[src/verilog/cache_geom_pkg.sv]
package cache_geom_pkg;

   // byte address seen on both the front end and the back end
   localparam int ADDR_W = 32;

   // one data word, same width on both sides of the cache
   localparam int DATA_W = 32;

   // byte bits inside a word, always zero on back-end addresses
   localparam int BYTE_OFFSET_W = 2;

   typedef logic [ADDR_W-1:0] addr_t;   // byte address
   typedef logic [DATA_W-1:0] word_t;   // data word

   // an address splits into tag, line index, word offset and byte offset
   // from the top down, with the index and offset widths set per instance

endpackage

[src/verilog/cache_bus_pkg.sv]
package cache_bus_pkg;

   // front-end request, valid is a single-cycle strobe
   typedef struct packed {
      logic                  valid;   // request pulse
      cache_geom_pkg::addr_t addr;    // byte address of the word to read
   } fe_req_t;

   // front-end response, valid is a single-cycle strobe
   typedef struct packed {
      logic                  valid;   // response pulse
      cache_geom_pkg::word_t rdata;   // word read from the cache
   } fe_resp_t;

   // back-end request towards the line memory
   typedef struct packed {
      logic                  valid;   // held high until ready is seen
      cache_geom_pkg::addr_t addr;    // word-aligned byte address
   } be_req_t;

   // back-end response, rdata is valid in the same cycle as ready
   typedef struct packed {
      logic                  ready;   // transfer happens when valid is also high
      cache_geom_pkg::word_t rdata;   // returned word
   } be_resp_t;

   // a word moves on the back end in every cycle where valid and ready
   // are both high, so a stalled request keeps its address unchanged

endpackage

[src/verilog/cache_read_channel.sv]
`timescale 1ns/1ps

module cache_read_channel #(
   parameter int WORD_OFFSET_W = 2,
   parameter int LINE_W        = 3,
   localparam int TAG_W = cache_geom_pkg::ADDR_W - LINE_W - WORD_OFFSET_W
                          - cache_geom_pkg::BYTE_OFFSET_W
) (
   input  logic                        clk,
   input  logic                        reset,
   input  logic                        replace_valid,
   input  logic [TAG_W+LINE_W-1:0]     replace_addr,    // tag and index of the line
   output logic                        replace,
   output logic                        read_valid,
   output logic [WORD_OFFSET_W-1:0]    read_addr,
   output cache_geom_pkg::word_t       read_rdata,
   output cache_bus_pkg::be_req_t      be_req,
   input  cache_bus_pkg::be_resp_t     be_resp
);

   typedef enum logic [1:0] {
      IDLE,
      HANDSHAKE,
      END_HANDSHAKE
   } state_t;

   state_t                     state;
   logic [WORD_OFFSET_W-1:0]   word_counter;   // next word index
   logic                       last_word;

   assign last_word  = &read_addr;
   assign read_rdata = be_resp.rdata;           // data goes straight into the store

   always_ff @(posedge clk or posedge reset) begin
      if (reset) begin
         state <= IDLE;
      end else begin
         case (state)
            IDLE: begin
               if (replace_valid) begin
                  state <= HANDSHAKE;
               end
            end
            HANDSHAKE: begin
               if (be_resp.ready && last_word) begin
                  state <= END_HANDSHAKE;
               end
            end
            END_HANDSHAKE: begin
               // last word was written at the previous edge
               state <= IDLE;
            end
            default: begin
               state <= IDLE;
            end
         endcase
      end
   end

   // read_addr is the index of the word currently on the back end
   always_ff @(posedge clk or posedge reset) begin
      if (reset) begin
         read_addr <= '0;
      end else begin
         read_addr <= word_counter;
      end
   end

   always_comb begin
      replace      = (state != IDLE);   // covers the end cycle too
      read_valid   = 1'b0;
      word_counter = '0;                 // idle parks the counter at word 0
      be_req.valid = 1'b0;
      be_req.addr  = {replace_addr, read_addr, {cache_geom_pkg::BYTE_OFFSET_W{1'b0}}};
      if (state == HANDSHAKE) begin
         be_req.valid = 1'b1;            // held through stalls and between words
         read_valid   = be_resp.ready;
         word_counter = read_addr + WORD_OFFSET_W'(be_resp.ready);
      end
   end

endmodule

[src/verilog/cache_tag_store.sv]
`timescale 1ns/1ps

module cache_tag_store #(
   parameter int WORD_OFFSET_W = 2,
   parameter int LINE_W        = 3,
   localparam int TAG_W = cache_geom_pkg::ADDR_W - LINE_W - WORD_OFFSET_W
                          - cache_geom_pkg::BYTE_OFFSET_W
) (
   input  logic                      clk,
   input  logic                      reset,
   input  logic [LINE_W-1:0]         lookup_index,
   input  logic [TAG_W-1:0]          lookup_tag,
   output logic                      hit,
   input  logic                      replace,
   input  logic [TAG_W+LINE_W-1:0]   replace_addr
);

   localparam int LINES = 2 ** LINE_W;

   logic [TAG_W-1:0]          tags [LINES];
   logic [LINES-1:0]          line_valid;
   logic                      replace_q;
   logic [TAG_W+LINE_W-1:0]   refill_addr;   // line being refilled
   logic                      commit;

   assign commit = replace_q & ~replace;      // falling edge of replace

   always_ff @(posedge clk or posedge reset) begin
      if (reset) begin
         line_valid <= '0;
         replace_q  <= 1'b0;
         hit        <= 1'b0;
      end else begin
         replace_q <= replace;
         hit       <= line_valid[lookup_index] && (tags[lookup_index] == lookup_tag);
         // the victim line is not usable while its words are overwritten
         if (replace && !replace_q) begin
            line_valid[replace_addr[LINE_W-1:0]] <= 1'b0;
         end else if (commit) begin
            line_valid[refill_addr[LINE_W-1:0]] <= 1'b1;
         end
      end
   end

   always_ff @(posedge clk) begin
      if (replace) begin
         refill_addr <= replace_addr;
      end
      if (commit) begin
         tags[refill_addr[LINE_W-1:0]] <= refill_addr[TAG_W+LINE_W-1:LINE_W];
      end
   end

endmodule

[src/verilog/cache_data_store.sv]
`timescale 1ns/1ps

module cache_data_store #(
   parameter int WORD_OFFSET_W = 2,
   parameter int LINE_W        = 3
) (
   input  logic                       clk,
   input  logic [LINE_W-1:0]          rd_index,
   input  logic [WORD_OFFSET_W-1:0]   rd_offset,
   output cache_geom_pkg::word_t      rdata,
   input  logic [LINE_W-1:0]          write_line,   // line under refill
   input  logic                       read_valid,
   input  logic [WORD_OFFSET_W-1:0]   read_addr,
   input  cache_geom_pkg::word_t      read_rdata
);

   localparam int DEPTH = 2 ** (LINE_W + WORD_OFFSET_W);

   // words of one line sit at consecutive locations
   cache_geom_pkg::word_t mem [DEPTH];

   always_ff @(posedge clk) begin
      if (read_valid) begin
         mem[{write_line, read_addr}] <= read_rdata;   // one refill word per transfer
      end
      rdata <= mem[{rd_index, rd_offset}];   // registered read, valid the next cycle
   end

   // the read port and the refill port never collide on the same line in use,
   // since the front end waits for the refill before reading again

endmodule

[src/verilog/cache_control.sv]
`timescale 1ns/1ps

module cache_control #(
   parameter int WORD_OFFSET_W = 2,
   parameter int LINE_W        = 3,
   localparam int TAG_W = cache_geom_pkg::ADDR_W - LINE_W - WORD_OFFSET_W
                          - cache_geom_pkg::BYTE_OFFSET_W
) (
   input  logic                       clk,
   input  logic                       reset,
   input  cache_bus_pkg::fe_req_t     fe_req,
   output cache_bus_pkg::fe_resp_t    fe_resp,
   output logic [LINE_W-1:0]          lookup_index,
   output logic [TAG_W-1:0]           lookup_tag,
   output logic [WORD_OFFSET_W-1:0]   rd_offset,
   input  logic                       hit,
   input  cache_geom_pkg::word_t      rdata,
   output logic                       replace_valid,
   output logic [TAG_W+LINE_W-1:0]    replace_addr,
   input  logic                       replace
);

   localparam int OFF_LO = cache_geom_pkg::BYTE_OFFSET_W;
   localparam int IDX_LO = OFF_LO + WORD_OFFSET_W;
   localparam int TAG_LO = IDX_LO + LINE_W;

   typedef enum logic [2:0] {
      IDLE,
      LOOKUP,    // stores answer for the registered lookup
      MISS,      // refill requested, waiting for the read channel
      REFILL,    // line is being fetched
      REREAD     // stores are read again with the new line in place
   } state_t;

   state_t                  state;
   state_t                  state_next;
   cache_geom_pkg::addr_t   addr_q;
   cache_geom_pkg::addr_t   lookup_addr;

   always_ff @(posedge clk) begin
      if (fe_req.valid) begin
         addr_q <= fe_req.addr;
      end
   end

   // the request edge itself starts the lookup so a hit answers one cycle later
   assign lookup_addr  = fe_req.valid ? fe_req.addr : addr_q;
   assign lookup_index = lookup_addr[IDX_LO +: LINE_W];
   assign lookup_tag   = lookup_addr[TAG_LO +: TAG_W];
   assign rd_offset    = lookup_addr[OFF_LO +: WORD_OFFSET_W];

   assign replace_addr  = addr_q[cache_geom_pkg::ADDR_W-1:IDX_LO];
   assign replace_valid = (state == MISS);   // dropped once replace is seen

   assign fe_resp = '{valid: (state == LOOKUP) && hit, rdata: rdata};

   always_comb begin
      state_next = state;
      case (state)
         IDLE: begin
            if (fe_req.valid) begin
               state_next = LOOKUP;
            end
         end
         LOOKUP: begin
            state_next = hit ? IDLE : MISS;
         end
         MISS: begin
            if (replace) begin
               state_next = REFILL;
            end
         end
         REFILL: begin
            // the tag store commits the new line at this edge
            if (!replace) begin
               state_next = REREAD;
            end
         end
         REREAD: begin
            state_next = LOOKUP;   // the lookup now hits and answers
         end
         default: begin
            state_next = IDLE;
         end
      endcase
   end

   always_ff @(posedge clk or posedge reset) begin
      if (reset) begin
         state <= IDLE;
      end else begin
         state <= state_next;
      end
   end

endmodule

[src/verilog/cache_top.sv]
`timescale 1ns/1ps

module cache_top #(
   parameter int WORD_OFFSET_W = 2,
   parameter int LINE_W        = 3,
   localparam int TAG_W = cache_geom_pkg::ADDR_W - LINE_W - WORD_OFFSET_W
                          - cache_geom_pkg::BYTE_OFFSET_W
) (
   input  logic                      clk,
   input  logic                      reset,
   input  cache_bus_pkg::fe_req_t    fe_req,
   output cache_bus_pkg::fe_resp_t   fe_resp,
   output cache_bus_pkg::be_req_t    be_req,
   input  cache_bus_pkg::be_resp_t   be_resp
);

   logic [LINE_W-1:0]          lookup_index;
   logic [TAG_W-1:0]           lookup_tag;
   logic [WORD_OFFSET_W-1:0]   rd_offset;
   logic                       hit;
   cache_geom_pkg::word_t      rdata;
   logic                       replace_valid;
   logic [TAG_W+LINE_W-1:0]    replace_addr;
   logic                       replace;
   logic                       read_valid;
   logic [WORD_OFFSET_W-1:0]   read_addr;
   cache_geom_pkg::word_t      read_rdata;

   cache_control #(.WORD_OFFSET_W(WORD_OFFSET_W), .LINE_W(LINE_W)) control_i (
      .clk, .reset, .fe_req, .fe_resp, .lookup_index, .lookup_tag, .rd_offset,
      .hit, .rdata, .replace_valid, .replace_addr, .replace
   );

   cache_tag_store #(.WORD_OFFSET_W(WORD_OFFSET_W), .LINE_W(LINE_W)) tag_store_i (
      .clk, .reset, .lookup_index, .lookup_tag, .hit, .replace, .replace_addr
   );

   cache_data_store #(.WORD_OFFSET_W(WORD_OFFSET_W), .LINE_W(LINE_W)) data_store_i (
      .clk,
      .rd_index   (lookup_index),
      .rd_offset,
      .rdata,
      .write_line (replace_addr[LINE_W-1:0]),   // index part of the line address
      .read_valid,
      .read_addr,
      .read_rdata
   );

   cache_read_channel #(.WORD_OFFSET_W(WORD_OFFSET_W), .LINE_W(LINE_W)) read_channel_i (
      .clk, .reset, .replace_valid, .replace_addr, .replace,
      .read_valid, .read_addr, .read_rdata, .be_req, .be_resp
   );

endmodule

[config.mk]
export PLATFORM = sky130hd
export DESIGN_NAME = cache_top
export DESIGN_NICKNAME = d
export VERILOG_FILES = /design/src/verilog/cache_geom_pkg.sv /design/src/verilog/cache_bus_pkg.sv /design/src/verilog/cache_read_channel.sv /design/src/verilog/cache_tag_store.sv /design/src/verilog/cache_data_store.sv /design/src/verilog/cache_control.sv /design/src/verilog/cache_top.sv
export SDC_FILE = /design/constraint.sdc
export NUM_CORES = 2
export LEC_CHECK = 0
export BUFFER_PORTS_ARGS = -buffer_cell sky130_fd_sc_hd__buf_2
export CAP_MARGIN = 20
export CORE_MARGIN = 10
export CORE_UTILIZATION = 40
export DETAILED_ROUTE_END_ITERATION = 8
export PLACE_DENSITY = 0.53
export RECOVER_POWER = 25
export SLEW_MARGIN = 20
export SYNTH_ARGS = -nofsm -noshare
export SYNTH_HDL_FRONTEND = slang
export SYNTH_SLANG_ARGS = --single-unit
[constraint.sdc]
create_clock -name clk -period 3.7 [get_ports clk]
set_clock_uncertainty 0.1 [all_clocks]
set_input_delay 0.185 -clock clk [delete_from_list [all_inputs] [get_ports clk]]
set_output_delay 0.185 -clock clk [all_outputs]
set_load 0.005 [all_outputs]
== Word-level counts from Yosys, hierarchy flattened ==
Memory sizes are Yosys's and may differ from the RTL's. A register that Yosys moved wholly into a read port is not among the register bits.
Index checks and enable logic that the tools add are counted.
Operators by class
  $add $sub $neg: 1
  $lt $le $gt $ge: 5
  eq/ne operators: 11
  multiplexer cells: 24
  bitwise logic cells: 5
  reductions and logical operators: 14
Operators by type and width (number)
  32-bit two-way mux: 1
  25-bit equality test: 1
  8-bit two-way mux: 2
  3-bit case mux with 5 select lines: 1
  3-bit by 4-bit < comparator with 1-bit output, second input constant: 3
  1-bit two-way mux: 9
  3-bit two-way mux: 3
  8-bit AND: 1
  2-bit two-way mux: 4
  2-bit inequality test, second input constant: 4
  8-bit inverter: 1
  8-bit bitwise OR: 1
  1-bit demux with 3-bit select: 2
  3-bit by 2-bit equality test with 1-bit output, second input constant: 2
  3-bit by 1-bit greater-or-equal comparator with 1-bit output, second input constant: 2
  1-bit logical AND: 6
  2-bit case mux with 2 select lines: 1
  2-bit AND reduction: 2
  2-bit nonzero test: 2
  1-bit binary-select mux with 3-bit select: 1
  3-bit by 1-bit equality test with 1-bit output, second input constant: 1
  3-bit equality test, second input constant: 1
  3-bit zero test: 1
  3-bit AND reduction: 1
  other kinds (7): 7
Storage, ports and cells
  register bits after elaboration: 77
  memory bits (writable): 1224
  input bits: 68
  output and inout bits: 66
  memories kept: 2
Memories
  data_store_i.mem: words 32, width 32, rd ports 1, clocked after memory_dff 1, wr ports 1, line cache_data_store.sv:20  | cache_geom_pkg::word_t mem [DEPTH];
  tag_store_i.tags: words 8, width 25, rd ports 1, clocked after memory_dff 0, wr ports 1, line cache_tag_store.sv:20  | logic [TAG_W-1:0] tags [LINES];

== Logic depth before layout (Yosys ltp) ==
  word-level depth: 7
  gate-level depth with buffers: 14

== Cells and area by module ==
From an unflattened synthesis, not the netlist that was laid out.
Unflattened totals
  cells, all modules: 2910
  area, all modules: 51977.4 sq um
Modules (own cells, without submodules)
  cache_data_store: instances 1, cells each 2260, area an instance 40485.1 sq um
  cache_tag_store: instances 1, cells each 433, area an instance 9261.4 sq um
  cache_control: instances 1, cells each 137, area an instance 1557.7 sq um
  cache_read_channel: instances 1, cells each 80, area an instance 673.1 sq um

== Worst setup path after synthesis ==
No wires, ideal clock.
  kind: reg2reg
  start point: register control_i.addr_q[4]
  end point: memory data_store_i.mem[29][0] (netlist name) (enable)
  data arrival time: 2.776 ns
  required time: 3.179 ns
  slack: 0.403 ns
  cell stages (with the launch flop): 6
  period minus slack after synthesis: 3.297 ns
  cells stage by stage: dfxtp_1 clkbuf_1 clkbuf_1 clkbuf_1 nand3_1 nor2_1
RTL lines
  start: declaration: line cache_control.sv:37  | cache_geom_pkg::addr_t addr_q;
  start signal: assignment: line cache_control.sv:42  | addr_q <= fe_req.addr;
  end: declaration: line cache_data_store.sv:20
No word-level cell before the write port.

== Worst setup path in the final report ==
  start point: input port fe_req[32] (netlist name)
  end point: register tag_store_i.hit
Between the ends
  longest elaborated chain between the ends: 4
  elaborated cells between the ends (all ways): 6
  those cells by class: eq/ne (1); mux (3); reduce/logical (1); memory (1)
RTL lines
  start: declaration: line cache_top.sv:11  | input cache_bus_pkg::fe_req_t fe_req,
  32-bit two-way mux (*): line cache_control.sv:47  | assign lookup_addr = fe_req.valid ? fe_req.addr : addr_q;
  memory 8 x 25 bit or 1-bit binary-select mux with 3-bit select (tied branches)
  25-bit equality test or 1-bit two-way mux (tied branches): line cache_tag_store.sv:35  | hit <= line_valid[lookup_index] && (tags[lookup_index] == lookup_tag);
  1-bit logical AND (*): line cache_tag_store.sv:35
  end signal: assignment: line cache_tag_store.sv:35
  end: declaration: line cache_tag_store.sv:13  | output logic hit,
Mark *: on every way between the ends. The rest lies on a longest branch, timed or not. The select of a mux whose other input is x is not followed.
A chain may end at the register's enable or synchronous reset.

==> results.sh <==
export IMPL_htree_levels=4
export IMPL_drive_gt1_share_pct=12.7
export IMPL_initial_core_util_pct=40.3
export IMPL_drt_total_wl_um=154000
export IMPL_core_area_sq_um=130000
export IMPL_hold_violations=0
export IMPL_clock_path_buffers=3
export IMPL_crit_arrival_ns=3.58
export IMPL_cts_tree="yes"
export IMPL_synth_mux_area_share_pct=1.44
export IMPL_startpoint="fe_req[32]"
export IMPL_cts_clk_slew_worst_paths_ns=0.06
export IMPL_avgSynthCellArea_sq_um=13.2
export IMPL_synth_cells=3949
export IMPL_fin_crit_sh_pct=80.9
export IMPL_grt_pass1_wl_um=223000
export IMPL_vias_per_cell=5.50
export IMPL_min_path_type="in -> async"
export IMPL_worstSetupPathDepth=11
export IMPL_worstMarginPinSlew_ns=1.34
export IMPL_drt_iter0_drc=2963
export IMPL_grt_overflow=0
export IMPL_place_gp_congestion=0.756
export IMPL_grt_pass1_vias=31816
export IMPL_status="finished clean"
export IMPL_yosysSeqAreaShare_pct=75.1
export IMPL_hold_slack_ns=0.0321
export IMPL_regToRegSetupSlack_ns=0.74
export IMPL_cp_end_kind="flip-flop"
export IMPL_dieHeight_um=382
export IMPL_r2r_start="control_i.addr_q[5]"
export IMPL_p_leak_uw=0.0212
export IMPL_synthArstFlopShare_pct=1.28
export IMPL_path_buf_inv=3
export IMPL_grt_use_met3_pct=3.01
export IMPL_synthFlopType="edfxtp_1"
export IMPL_post_drt_wl_per_cell_um=25.6
export IMPL_vias=33077
export IMPL_postCtsSetupRepairBufs=0
export IMPL_syn_to_final_growth_pct=16.9
export IMPL_slowest_delay_ns=0.63
export IMPL_max_freq_ghz=0.334
export IMPL_die_x_um=382
export IMPL_cp_slowest_cell="or4_1"
export IMPL_final_cell_mix="edfxtp_1, nand2_1, nand3_1"
export IMPL_ys_types=60
export IMPL_ys_warn_count=0
export IMPL_setup_viol=0
export IMPL_crit_chain="dlygate4sd3_1 > buf_4 > mux2i_4 > buf_4 > nand2_1 > and3_1 > a311oi_1 > a31oi_1 > nand4bb_1 > or4_1 > nor4_2"
export IMPL_synth_simple_area_share_pct=15.5
export IMPL_antenna_found_initial=11
export IMPL_synth_compound_area_share_pct=4.95
export IMPL_crit_end="tag_store_i.hit"
export IMPL_stdcell_area_sq_um=61200
export IMPL_clkLatencyLatePin_ns=0.77
export IMPL_synth_fa_ha_area_share_pct=0.0718
export IMPL_cp_max_fo=30
export IMPL_grt_start_max_net_pins=151
export IMPL_grt_usage_pct=20.6
export IMPL_cts_repair_resized=0
export IMPL_ir_drop_uv=313
export IMPL_rsz0062_at_grt="false"
export IMPL_clockRootBuffer="clkbuf_16"
export IMPL_critPathRequiredTime_ns=4.28
export IMPL_grt_busiest_layer="met2"
export IMPL_powerDensity_nw_per_um2=589
export IMPL_synth_edf_count=1252
export IMPL_critPathTopFamily="simple AND/OR/NAND/NOR gates"
export IMPL_p_total_uw=36000
export IMPL_slew_violations=0
export IMPL_synth_xor_area_share_pct=0.435
export IMPL_cap_violations=0
export IMPL_placed_area_sq_um=56000
export IMPL_n_fill_cell=11398
export IMPL_num_io_pins=134
export IMPL_die_area_sq_um=146000
export IMPL_ys_ff_latch=1331
export IMPL_grt_use_met2_pct=32.9
export IMPL_setup_tns_ns=0
export IMPL_clkSinkCount=1331
export IMPL_port_buffers=129
export IMPL_critPathKind="in -> reg"
export IMPL_fp_row_count=132
export IMPL_first_pass_iters=7
export IMPL_layout_commonest_cell="edfxtp_1"
export IMPL_worst_setup_path_start_kind="input pin"
export IMPL_synth_area_sq_um=52300
export IMPL_relSlewSlack_pct=10.5
export IMPL_timing_rr_end="tag_store_i.hit"
export IMPL_ff2ff_path_depth=9
export IMPL_dpl_hpwl_um=77700
export IMPL_synth_top_family_by_area="simple AND/OR/NAND/NOR gates"
export IMPL_route_detailed_drc=0
export IMPL_grtUsageMet1_pct=29.4
export IMPL_crit_top_cell="buf_4"
export IMPL_detail_route_antenna_nets=0
export IMPL_period_needed_ns=2.99
export IMPL_nets=4217
export IMPL_cts_buffers=141
==> cell families (layout without fill, tap and decap cells) <==
family / Yosys count / in the layout
AOI/OAI and AO/OA: 332 / 332
xor gates and xnor gates: 26 / 26
adders and majority gates: 3 / 3
buffers and inverters: 304 / 616
DFF: 1331 / 1331
muxes: 63 / 63
other: 1 / 7
and+or+nand+nor: 1889 / 1889
==> what timing repair did <==
| item | 4_1_cts | 5_1_grt |
|---|---|---|
| setup endpoints to repair | 0 | 0 |
| hold endpoints to repair | 1073 | 0 |
| hold buffers | 65 | 0 |
==> power breakdown <==
part | switching [uW] | internal, uW | total [uW]
logic | 2810 | 1270 | 4080
registers | 470 | 17400 | 17900
clock network | 5860 | 8180 | 14000
total | 9140 | 26900 | 36000
==> synth_stat cells, drive strengths merged, types with 2 or more instances <==
cell type | n | area share, %
nand2 | 1157 | 8.3
a31oi | 37 | 0.44
mux4 | 5 | 0.22
nand3b | 3 | 0.043
xnor2 | 8 | 0.13
clkbuf | 219 | 1.6
nand4b | 2 | 0.033
dfxtp | 62 | 2.4
mux2i | 31 | 0.65
edfxtp | 1252 | 72
nor4b | 2 | 0.033
and2 | 2 | 0.024
a22oi | 7 | 0.10
xor2 | 18 | 0.30
a21o | 33 | 0.47
nand2b | 14 | 0.17
and3 | 67 | 0.80
inv | 10 | 0.072
a311oi | 169 | 2.8
a32oi | 9 | 0.15
nand3 | 556 | 5.3
nor2 | 53 | 0.39
nand4 | 11 | 0.13
o32ai | 2 | 0.033
ha | 3 | 0.072
a21oi | 17 | 0.16
nor2b | 14 | 0.17
buf | 74 | 0.85
o21ai | 33 | 0.32
nor3 | 3 | 0.029
a41o | 6 | 0.11
dfrtp | 17 | 0.81
mux2 | 27 | 0.58
a211oi | 8 | 0.11
==> worst min-delay path by stage <==
stage               cells after the start                  to
finish                                  3     tag_store_i.hit
global route                            3     tag_store_i.hit
CTS                                     3     tag_store_i.hit
detailed placement                      2     tag_store_i.hit
global placement                        2     tag_store_i.hit
floorplan                               1  control_i.state[0]
==> stage by stage <==
| stage | std cells | setup slack (ns) | utilization, % |
|---|---|---|---|
| CTS | 6004 | 0.706 | 47.2 |
| detailed placement | 5680 | 0.446 | 43.2 |
| finish | 6009 | 0.707 | 47.2 |
| global placement | 5680 | 0.422 | 43.2 |
| floorplan | 3950 | 0.403 | - |
| global route | 6005 | 0.565 | 47.2 |
==> worst register-to-register path, delay by kind of cell (launching register included) <==
| kind | cells | cell delay, ns |
|---|---|---|
| AND/OR/NAND/NOR | 5 | 1.42 |
| multiplexers | 1 | 0.20 |
| buffers and inverters | 1 | 0.42 |
| AO/OA/AOI/OAI | 2 | 0.41 |
| flip-flops | 1 | 0.33 |
==> registers in the layout (all words and copies together) (netlist names) <==
| register | count |
|---|---|
| tag_store_i.replace_q | 1 |
| control_i.state | 3 |
| tag_store_i.tags | 200 |
| tag_store_i.line_valid | 8 |
| tag_store_i.refill_addr | 28 |
| read_channel_i.read_addr | 2 |
| tag_store_i.hit | 1 |
| data_store_i.rdata | 32 |
| read_channel_i.state | 2 |
| data_store_i.mem | 1024 |
| control_i.addr_q | 30 |
==> per-layer routing <==
layer	share of wire [%]	vias up	wire, um
met3	5.7	227	8810
met4	2.3	2	3470
li1	-	14924	-
met2	47	1042	72500
met1	45	16882	68800
met5	0.0052	-	8
==> area by class of cell <==
cell class	count	area [sq um]	share of cell area (%)
flip-flops and latches	1331	39300	64.2
multi-input cells	2315	12000	19.7
clock buffers	200	3950	6.46
repair buffers	346	3030	4.96
well taps	1742	2180	3.56
clock inverters	59	632	1.03
inverters	11	63.8	0.104
diodes	5	12.5	0.0205
Note: power is estimated with default switching activity, not from simulation.
